--- src/logic/spi_master_pkg.sv ---
// spi master shared definitions
// per-transfer config struct, width types and controller states
`default_nettype none

package spi_master_pkg;

  // --------------------
  // width types
  // --------------------

  // serial clock half period in sclk cycles
  // 2 or more keeps mosi settled a cycle ahead of the capture edge
  typedef logic [7:0] div_t;

  // cs setup or hold wait in sclk cycles
  typedef logic [3:0] dly_t;

  // --------------------
  // transfer config
  // --------------------

  // latched once per transfer on an accepted start, 20 bits
  typedef struct packed {
    // idle level of spi_clk
    logic       cpol;
    // 0 samples on the leading edge, 1 on the trailing edge
    logic       cpha;
    div_t       div;
    // cs_n falling to first leading edge
    dly_t       cs_lead;
    // last trailing edge to cs_n rising
    dly_t       cs_trail;
    // selects one of up to 4 slaves
    logic [1:0] slave_idx;
  } spi_cfg_t;

  // --------------------
  // controller states
  // --------------------
  typedef enum logic [2:0] {
    st_idle,
    st_lead,
    st_shift,
    st_trail,
    st_gap
  } ctrl_state_t;

endpackage

`default_nettype wire

--- src/logic/spi_clock_gen.sv ---
// spi serial clock generator
// divides sclk into spi_clk and flags the leading and trailing transitions
`timescale 1ns/1ps
`default_nettype none

module spi_clock_gen
  import spi_master_pkg::*;
#(
  parameter int DIV_WIDTH = 8
) (
  input  logic sclk,
  input  logic rst,
  input  logic clk_run,
  input  logic cpol,
  input  div_t div,
  output logic spi_clk,
  output logic lead_edge,
  output logic trail_edge
);

  // --------------------
  // half period counter
  // --------------------

  // counts sclk cycles inside one half period
  logic [DIV_WIDTH-1:0] half_cnt;
  // terminal count, div minus one
  logic [DIV_WIDTH-1:0] half_last;
  // 0 at idle level, 1 away from it
  logic                 phase;
  // spi_clk moves at the coming edge
  logic                 toggle;

  assign half_last = DIV_WIDTH'(div) - 1'b1;
  assign toggle    = clk_run && (half_cnt == half_last);

  always_ff @(posedge sclk) begin
    if (rst) begin
      half_cnt <= '0;
    end else if (!clk_run || toggle) begin
      // restart each half period
      half_cnt <= '0;
    end else begin
      half_cnt <= half_cnt + 1'b1;
    end
  end

  // --------------------
  // phase and strobes
  // --------------------

  // strobes are registered next to phase
  // so each one is high in the cycle spi_clk shows its new level
  always_ff @(posedge sclk) begin
    if (rst) begin
      phase      <= 1'b0;
      lead_edge  <= 1'b0;
      trail_edge <= 1'b0;
    end else if (!clk_run) begin
      // back to idle level, no strobes
      phase      <= 1'b0;
      lead_edge  <= 1'b0;
      trail_edge <= 1'b0;
    end else if (toggle) begin
      phase      <= ~phase;
      // leaving idle level
      lead_edge  <= ~phase;
      // returning to idle level
      trail_edge <= phase;
    end else begin
      lead_edge  <= 1'b0;
      trail_edge <= 1'b0;
    end
  end

  // xor of two flops
  // cpol only moves while idle, with phase held at 0
  // so spi_clk follows the latched cpol from the start edge on
  assign spi_clk = phase ^ cpol;

endmodule

`default_nettype wire

--- src/logic/spi_master_top.sv ---
// spi master top level
// controller, serial clock generator and shift engine on the external pins
`timescale 1ns/1ps
`default_nettype none

module spi_master_top
  import spi_master_pkg::*;
#(
  parameter int DATA_WIDTH = 8,
  // at most 4, bounded by slave_idx
  parameter int NUM_SLAVES = 4,
  parameter int DIV_WIDTH  = 8
) (
  input  logic                  sclk,
  input  logic                  rst,
  // request side
  input  logic                  start,
  input  spi_cfg_t              cfg,
  input  logic [DATA_WIDTH-1:0] tx_data,
  output logic                  busy,
  output logic                  done,
  output logic [DATA_WIDTH-1:0] rx_data,
  // spi pins
  output logic [NUM_SLAVES-1:0] cs_n,
  output logic                  spi_clk,
  output logic                  mosi,
  input  logic                  miso
);

  // --------------------
  // internal wiring
  // --------------------
  spi_cfg_t              cfg_q;
  logic                  clk_run;
  logic                  load;
  logic [DATA_WIDTH-1:0] load_data;
  logic                  lead_edge;
  logic                  trail_edge;

  // sequencing and chip select
  spi_transfer_ctrl #(
    .DATA_WIDTH (DATA_WIDTH),
    .NUM_SLAVES (NUM_SLAVES)
  ) u_ctrl (
    .sclk       (sclk),
    .rst        (rst),
    .start      (start),
    .cfg        (cfg),
    .tx_data    (tx_data),
    .trail_edge (trail_edge),
    .busy       (busy),
    .done       (done),
    .clk_run    (clk_run),
    .load       (load),
    .load_data  (load_data),
    .cfg_q      (cfg_q),
    .cs_n       (cs_n)
  );

  // serial clock from the latched mode and divider
  spi_clock_gen #(
    .DIV_WIDTH (DIV_WIDTH)
  ) u_clk (
    .sclk       (sclk),
    .rst        (rst),
    .clk_run    (clk_run),
    .cpol       (cfg_q.cpol),
    .div        (cfg_q.div),
    .spi_clk    (spi_clk),
    .lead_edge  (lead_edge),
    .trail_edge (trail_edge)
  );

  // data path
  spi_shift_engine #(
    .DATA_WIDTH (DATA_WIDTH)
  ) u_shift (
    .sclk       (sclk),
    .rst        (rst),
    .load       (load),
    .load_data  (load_data),
    .cpha       (cfg_q.cpha),
    .lead_edge  (lead_edge),
    .trail_edge (trail_edge),
    .miso       (miso),
    .mosi       (mosi),
    .rx_data    (rx_data)
  );

endmodule

`default_nettype wire

--- src/logic/spi_shift_engine.sv ---
// spi shift engine
// drives mosi msb first and collects miso on the cpha capture edge
`timescale 1ns/1ps
`default_nettype none

module spi_shift_engine #(
  parameter int DATA_WIDTH = 8
) (
  input  logic                  sclk,
  input  logic                  rst,
  input  logic                  load,
  input  logic [DATA_WIDTH-1:0] load_data,
  input  logic                  cpha,
  input  logic                  lead_edge,
  input  logic                  trail_edge,
  input  logic                  miso,
  output logic                  mosi,
  output logic [DATA_WIDTH-1:0] rx_data
);

  // --------------------
  // edge selection
  // --------------------

  // bits still to go out, msb at the top
  logic [DATA_WIDTH-1:0] tx_sr;
  // bits captured so far, newest at bit 0
  logic [DATA_WIDTH-1:0] rx_sr;
  logic                  mosi_q;
  logic                  shift_en;
  logic                  capture_en;

  // cpha 0 samples on lead and shifts on trail
  // cpha 1 shifts on lead and samples on trail
  assign shift_en   = cpha ? lead_edge : trail_edge;
  assign capture_en = cpha ? trail_edge : lead_edge;

  // --------------------
  // transmit
  // --------------------

  // cpha 0 puts the msb on mosi at load
  // so the register only holds the rest of the word
  always_ff @(posedge sclk) begin
    if (load) begin
      if (cpha) begin
        tx_sr <= load_data;
      end else begin
        tx_sr <= load_data << 1;
      end
    end else if (shift_en) begin
      tx_sr <= tx_sr << 1;
    end
  end

  // mosi pin register, low out of reset
  always_ff @(posedge sclk) begin
    if (rst) begin
      mosi_q <= 1'b0;
    end else if (load) begin
      // cpha 1 waits for the first leading edge
      mosi_q <= cpha ? 1'b0 : load_data[DATA_WIDTH-1];
    end else if (shift_en) begin
      mosi_q <= tx_sr[DATA_WIDTH-1];
    end
  end

  assign mosi = mosi_q;

  // --------------------
  // receive
  // --------------------

  // strobe lags the spi_clk transition by one sclk
  // miso from the slave is still stable at that point
  always_ff @(posedge sclk) begin
    if (capture_en) begin
      rx_sr <= {rx_sr[DATA_WIDTH-2:0], miso};
    end
  end

  // full word once the last capture edge has passed
  assign rx_data = rx_sr;

endmodule

`default_nettype wire

--- src/logic/spi_transfer_ctrl.sv ---
// spi transfer controller
// latches a request, owns chip select and sequences lead, shift and trail phases
`timescale 1ns/1ps
`default_nettype none

module spi_transfer_ctrl
  import spi_master_pkg::*;
#(
  parameter int DATA_WIDTH = 8,
  parameter int NUM_SLAVES = 4
) (
  input  logic                  sclk,
  input  logic                  rst,
  input  logic                  start,
  input  spi_cfg_t              cfg,
  input  logic [DATA_WIDTH-1:0] tx_data,
  input  logic                  trail_edge,
  output logic                  busy,
  output logic                  done,
  output logic                  clk_run,
  output logic                  load,
  output logic [DATA_WIDTH-1:0] load_data,
  output spi_cfg_t              cfg_q,
  output logic [NUM_SLAVES-1:0] cs_n
);

  // shared counter covers both delays and the bit count
  localparam int CNT_W = ($clog2(DATA_WIDTH) > 4) ? $clog2(DATA_WIDTH) : 4;

  ctrl_state_t           state_q;
  ctrl_state_t           state_d;
  logic [CNT_W-1:0]      cnt_q;
  logic [CNT_W-1:0]      cnt_d;
  logic [DATA_WIDTH-1:0] data_q;
  logic [NUM_SLAVES-1:0] sel_n;
  logic                  accept;
  logic                  lead_done;
  logic                  last_bit;
  logic                  trail_done;
  logic                  cs_act;

  // --------------------
  // phase end conditions
  // --------------------

  // starts while busy are dropped
  assign accept     = (state_q == st_idle) && start;
  // cs_lead + 1 cycles in st_lead, cs_n falls after the first
  assign lead_done  = (cnt_q == CNT_W'(cfg_q.cs_lead));
  // DATA_WIDTH-th trailing edge
  assign last_bit   = trail_edge && (cnt_q == CNT_W'(DATA_WIDTH - 1));
  assign trail_done = (cnt_q == CNT_W'(cfg_q.cs_trail));

  // --------------------
  // state machine
  // --------------------
  always_comb begin
    state_d = state_q;
    cnt_d   = cnt_q;
    case (state_q)
      st_idle: begin
        if (start) begin
          state_d = st_lead;
          cnt_d   = '0;
        end
      end
      st_lead: begin
        if (lead_done) begin
          state_d = st_shift;
          cnt_d   = '0;
        end else begin
          cnt_d = cnt_q + 1'b1;
        end
      end
      st_shift: begin
        // one count per trailing edge
        if (last_bit) begin
          state_d = st_trail;
          cnt_d   = '0;
        end else if (trail_edge) begin
          cnt_d = cnt_q + 1'b1;
        end
      end
      st_trail: begin
        if (trail_done) begin
          state_d = st_gap;
        end else begin
          cnt_d = cnt_q + 1'b1;
        end
      end
      // single dead cycle, done is high here
      st_gap:  state_d = st_idle;
      default: state_d = st_idle;
    endcase
  end

  always_ff @(posedge sclk) begin
    if (rst) begin
      state_q <= st_idle;
      cnt_q   <= '0;
      cfg_q   <= '0;
      cs_n    <= '1;
    end else begin
      state_q <= state_d;
      cnt_q   <= cnt_d;
      if (accept) begin
        cfg_q <= cfg;
      end
      cs_n <= cs_act ? sel_n : '1;
    end
  end

  // transmit word, only read after load
  always_ff @(posedge sclk) begin
    if (accept) begin
      data_q <= tx_data;
    end
  end

  // --------------------
  // chip select
  // --------------------

  // one low bit for the latched slave
  always_comb begin
    for (int i = 0; i < NUM_SLAVES; i++) begin
      sel_n[i] = (cfg_q.slave_idx != 2'(i));
    end
  end

  // falls one cycle after the start edge, once spi_clk sits at the new cpol
  // rises on the edge into st_gap, together with done
  assign cs_act = (state_q == st_lead) || (state_q == st_shift) ||
                  ((state_q == st_trail) && !trail_done);

  // --------------------
  // outputs
  // --------------------
  assign busy      = (state_q == st_lead) || (state_q == st_shift) || (state_q == st_trail);
  assign done      = (state_q == st_gap);
  // dropped in the last trailing strobe cycle so no extra edge starts
  assign clk_run   = (state_q == st_shift) && !last_bit;
  // first st_lead cycle
  assign load      = (state_q == st_lead) && (cnt_q == '0);
  assign load_data = data_q;

endmodule

`default_nettype wire

--- config.mk ---
export PLATFORM = sky130hd
export DESIGN_NAME = spi_master_top
export DESIGN_NICKNAME = d
export VERILOG_FILES = /design/src/logic/spi_master_pkg.sv /design/src/logic/spi_clock_gen.sv /design/src/logic/spi_master_top.sv /design/src/logic/spi_shift_engine.sv /design/src/logic/spi_transfer_ctrl.sv
export SDC_FILE = /design/constraint.sdc
export NUM_CORES = 1
export LEC_CHECK = 0
export ABC_AREA = 1
export BUFFER_PORTS_ARGS = -buffer_cell sky130_fd_sc_hd__buf_2
export CAP_MARGIN = 20
export CORE_ASPECT_RATIO = 1.5
export CORE_MARGIN = 2
export CORE_UTILIZATION = 60
export DETAILED_ROUTE_END_ITERATION = 10
export GPL_ROUTABILITY_DRIVEN = 0
export PLACE_DENSITY_LB_ADDON = 0.1
export SYNTH_ARGS = -nofsm -noshare
export SYNTH_HDL_FRONTEND = slang
export SYNTH_SLANG_ARGS = --single-unit
--- constraint.sdc ---
create_clock -name sclk -period 4.9 [get_ports sclk]
set_clock_uncertainty 0.05 [all_clocks]
set_input_delay 0 -clock sclk [delete_from_list [all_inputs] [get_ports sclk]]
set_output_delay 0 -clock sclk [all_outputs]
set_load 0.02 [all_outputs]
### Word level (Yosys, flattened, before mapping)

Cells that the tools add are included.

* reduce and logical (&&, ||, !) cells: 24
* $add $sub $neg: 3
* bitwise operators: 5
* multiplexer cells: 19
* equality and inequality tests: 17

Operator list (number)
* $mux W8: 3
* $mux W4: 5
* $pmux W4 S4: 1
* $mux W3: 4
* $pmux W3 S4: 1
* $add A8 B1 Y8 const B: 1
* $eq A4 B4 Y1: 2
* $eq A8 B8 Y1: 1
* $ne A2 B1 Y1 const B: 4
* $ne A2 B2 Y1 const B: 4
* $reduce_and A4 Y1: 2
* $sub A8 B1 Y8 const B: 1
* $eq A3 B2 Y1 const B: 2
* $logic_and A1 B1 Y1: 6
* $reduce_or A2 Y1: 3
* $mux W1: 5
* $add A4 B1 Y4 const B: 1
* $eq A4 B3 Y1 const B: 1
* $logic_not A4 Y1: 1
* $logic_or A1 B1 Y1: 4
* $not A1 Y1: 4
* $reduce_bool A2 Y1: 2
* $reduce_bool A4 Y1: 1
* $eq A3 B1 Y1 const B: 1
* other kinds (6): 8

* logic and storage cells: 85
* flip-flop bits (word level): 67
* output and inout port bits: 16

### Longest topological paths before layout

* depth in word-level cells: 7
* gate-level depth with buffers: 12

### By module

A second synthesis with hierarchy kept.

* cell total of the unflattened synthesis: 412
* area, all modules: 3144.3 um2

Modules (own cells, without submodules)
* spi_transfer_ctrl: area each 1689.1 um2, times used 1, seq. area each 860.8 um2, cells each 225
* spi_shift_engine: area each 732.0 um2, times used 1, seq. area each 500.5 um2, cells each 71
* spi_clock_gen: area each 723.2 um2, times used 1, seq. area each 220.2 um2, cells each 116

### Worst setup path before layout

No wires, ideal clock.

* kind: reg-to-reg
* start point: reg, netlist name u_ctrl.cfg_q[18]
* end point: reg u_shift.rx_sr[0], in the netlist u_shift.rx_data[0] (enable)
* path slack: 2980 ps
* clock period less this slack: 1920 ps
* buffers on the path: 2
* arrival time: 1486 ps
* library setup time: 384 ps
* stages on the path, launching flop included: 5
* path through: dfxtp_1 -> clkbuf_1 -> inv_1 -> clkbuf_1 -> o21ai_0

* word-level cells in the longest chain between the ends: 1

Ends and longest elaborated chain
* $mux W1: line spi_shift_engine.sv:36 `assign capture_en = cpha ? trail_edge : lead_edge;`
* named net u_shift.capture_en: line spi_shift_engine.sv:31 `logic capture_en;`
* end signal: assignment: line spi_shift_engine.sv:78 `rx_sr <= {rx_sr[DATA_WIDTH-2:0], miso};`
* end: declaration: line spi_shift_engine.sv:28 `logic [DATA_WIDTH-1:0] rx_sr;`

The timed path passes the listed nets, and every way through them passes these cells.
A chain may end at the register's enable or synchronous reset.

### Worst setup path in the final report

* start point: reg u_ctrl.state_q[0]
* end point: reg, netlist name u_ctrl.cfg_q[1]

* word-level cells in the longest chain between the ends: 2

Ends and longest elaborated chain
* start: declaration: line spi_transfer_ctrl.sv:30 `ctrl_state_t state_q;`
* start signal: assignment: line spi_transfer_ctrl.sv:99 `state_q <= st_idle;`
* start signal: assignment: line spi_transfer_ctrl.sv:104 `state_q <= state_d;`
* $logic_not A3 Y1: line spi_transfer_ctrl.sv:47 `assign accept = (state_q == st_idle) && start;`
* $logic_and A1 B1 Y1: line spi_transfer_ctrl.sv:47

No other way between the ends.

==> summary.md <==
| Metric | Value |
|---|---|
| Max clock buf depth | 2 |
| R2R Setup Slk | 2.79 ns |
| Clk root buf | clkbuf_8 |
| DRT antenna net count | 0 |
| Sequential area share after synthesis | 51.0% |
| Setup slack after placement | 2.81 ns |
| First-pass GRT wire length | 10.5 mm |
| Hold Vio Cnt, Final | 0 |
| LEAKAGE | 1.69 nW |
| Antenna violations before repair | 0 |
| Final-report setup violation count | 0 |
| CTS Buf Count | 9 |
| CTS tree | yes |
| Worst setup EP type | flip-flop |
| CP Launch Type | flip-flop |
| Share of cells above drive strength 1 | 21.4% |
| Number of buffers inserted by port buffering | 47 |
| WL met3 | 230 um |
| Row Count | 32 |
| Synth async-reset ratio | 0% |
| Clk sinks | 67 |
| Outcome | complete, no violations |
| Register bit count reported by yosys | 67 |
| Largest net degree at the start of global routing | 30 |
| Per-cell routed wire length | 12.0 um |
| Top Ports | 48 |
| Highest metal used | met4 |
| Total die area | 5770 sq um |
| P&R area growth vs syn | 25.9% |
| CTS-repair resized insts | 0 |
| Initial core utilization | 61.5% |
| Clk pin slew, worst setup/hold paths | 0.08 ns |
| GRT overflow | 0 |
| Core area | 5040 sq um |
| Top_reg_cell synth | dfxtp_1 |
| Worst setup margin | 2.79 ns |
| Layout Nets | 484 |
| Post-CTS Setup Inserts | 0 |
| Synth Cell Area | 3100 sq um |
| RSZ-0062 raised after global routing | no |
| Tcrit/Tclk final | 43.1% |
| Final core occ | 77.4% |
| Min-Delay Path Class | in2reg |
| Hold slack | 0.170 ns |
| Die W | 62.7 um |
| Min Tclk post-route | 2.11 ns |
| Synth unique cells | 31 |
| Skew-Pair Late Insertion Delay | 0.34 ns |
| Final WL | 6.26 mm |
| Cells after synthesis | 368 |
| Critical Path AT | 2.29 ns |
| Number of remaining DRC errors | 0 |
| GRT Util Overall | 23.2% |
| Max-Cap Viols | 0 |
| Met2 WL | 3.16 mm |
| Worst Path Max Fanout | 29 |
| Die height | 92.1 um |
| Ys Warns | 0 |
| Initial drt markers | 148 |
| Slew headroom | 48.1% |
| Critical Path RT | 5.07 ns |
| Router iterations before antenna repair | 4 |
| Antenna cells | 0 |
| Via density | 4.97 |
| Fillers | 372 |
| Number of synthesized flops with an enable pin | 24 |
| Vias in the first global route | 2480 |
| Fmax | 473 MHz |
| Met1 wire length | 2.71 mm |
| Syn Area/Cell | 8.43 sq um |
| Peak supply drop | 0.000338 V |
| Setup_tns | 0 ns |
| DP HPWL | 4.32 mm |
| H-tree depth | 3 |
| Slew @ Worst Pin | 0.778 ns |
| Synthesized Nets | 404 |
| Pwr/cell area | 496 nW/um^2 |
| Critical path class | reg2reg |
| Max Slew Vio Count | 0 |
| Vias | 2589 |
## through the flow
stage / instances / power [mW] / area, sq um
2_1_floorplan: 368 / 1.29 / 3100
4_1_cts: 520 / 1.94 / 3900
3_5_place_dp: 474 / 1.42 / 3370
3_3_place_gp: 474 / 1.40 / 3370
6_report: 521 / 1.94 / 3910
5_1_grt: 521 / 2.07 / 3910
## cells in the mapped netlist, types with 6 or more instances
| cell type | number | area, sq um |
|---|---|---|
| nand2_1 | 69 | 259 |
| nor2_1 | 57 | 214 |
| dfxtp_1 | 43 | 861 |
| inv_1 | 33 | 124 |
| edfxtp_1 | 24 | 721 |
| nand3_1 | 24 | 120 |
| o21ai_0 | 24 | 120 |
| nor2_2 | 13 | 81.3 |
| a21oi_1 | 12 | 60.1 |
| xor2_1 | 12 | 105 |
| a31oi_1 | 8 | 50.1 |
| xnor2_1 | 7 | 61.3 |
| inv_2 | 6 | 22.5 |
## flip-flops by register name, indices dropped and copies added, names as in the netlist, 3 cells and up
signal and count:
u_ctrl.cfg_q 20, u_clk.half_cnt 8, u_ctrl.load_data 8, u_shift.rx_data 8, u_shift.tx_sr 8, u_ctrl.cnt_q 4, u_ctrl.cs_n 4, u_ctrl.state_q 3
## where the power goes
part           internal (mW)  switching, mW  total, mW
clock                  0.289          0.223      0.511
sequential             0.701         0.0774      0.779
combinational          0.231          0.416      0.647
## layout make-up
cell class / count / area, sq um / share of cell area (%)
repair buffers: 78 / 543 / 13.9
clock inverters: 7 / 100 / 2.56
multi-input cells: 253 / 1330 / 33.9
flip-flops and latches: 67 / 1580 / 40.5
clock buffers: 9 / 124 / 3.17
inverters: 39 / 146 / 3.75
well taps: 68 / 85.1 / 2.18
## critical path: stages, from the launching register on
cell and delay, ns:
dfxtp_1 0.37, nor2_4 0.16, nand2_1 0.08, nor2_2 0.60, inv_2 0.39, o21ai_0 0.28
a21oi_1 0.06
## layout by cell type (no fill, tap or decap), drive strengths merged
cell / instances
nor3: 3
a21boi: 2
clkinv: 1
nor2: 74
edfxtp: 24
nand4: 4
a31oi: 8
nand2: 73
xnor2: 7
and3: 1
a21oi: 12
clkinvlp: 3
bufinv: 2
inv: 40
buf: 47
dfxtp: 43
dlygate4sd3: 30
xor2: 12
ha: 4
clkbuf: 10
nand3: 28
o21ai: 25
## cells by family after synthesis
family / count (synthesis) / share of synthesized area [%]
DFF: 67 / 51.0
and+or+nand+nor: 183 / 27.6
buffers and inverters: 48 / 6.29
AOI/OAI and AO/OA: 47 / 8.19
adders and majority gates: 4 / 1.61
xor gates and xnor gates: 19 / 5.37
## path summary, 6_finish.rpt
check,startpoint,end,depth (start not counted)
setup / recovery,u_ctrl.state_q[0],u_ctrl.cfg_q[1],6
hold / removal,start,u_ctrl.state_q[0],7
setup reg to reg,u_ctrl.state_q[0],u_ctrl.cfg_q[1],6
hold reg to reg,u_ctrl.cfg_q[1],u_ctrl.cs_n[2],1
## timing repair
item | 4_1_cts | 5_1_grt
hold buffers | 30 | 0
hold endpoints to repair | 37 | 0
endpoints found under the setup margin | 0 | 0
## per-layer routing
metal  up-vias  track usage, %
met4         0            12.8
met5         -               0
met1      1163            26.0
met2        64            40.7
met3        14            4.79
li1       1348               -
No activity file was read; power rests on OpenSTA's default activity.
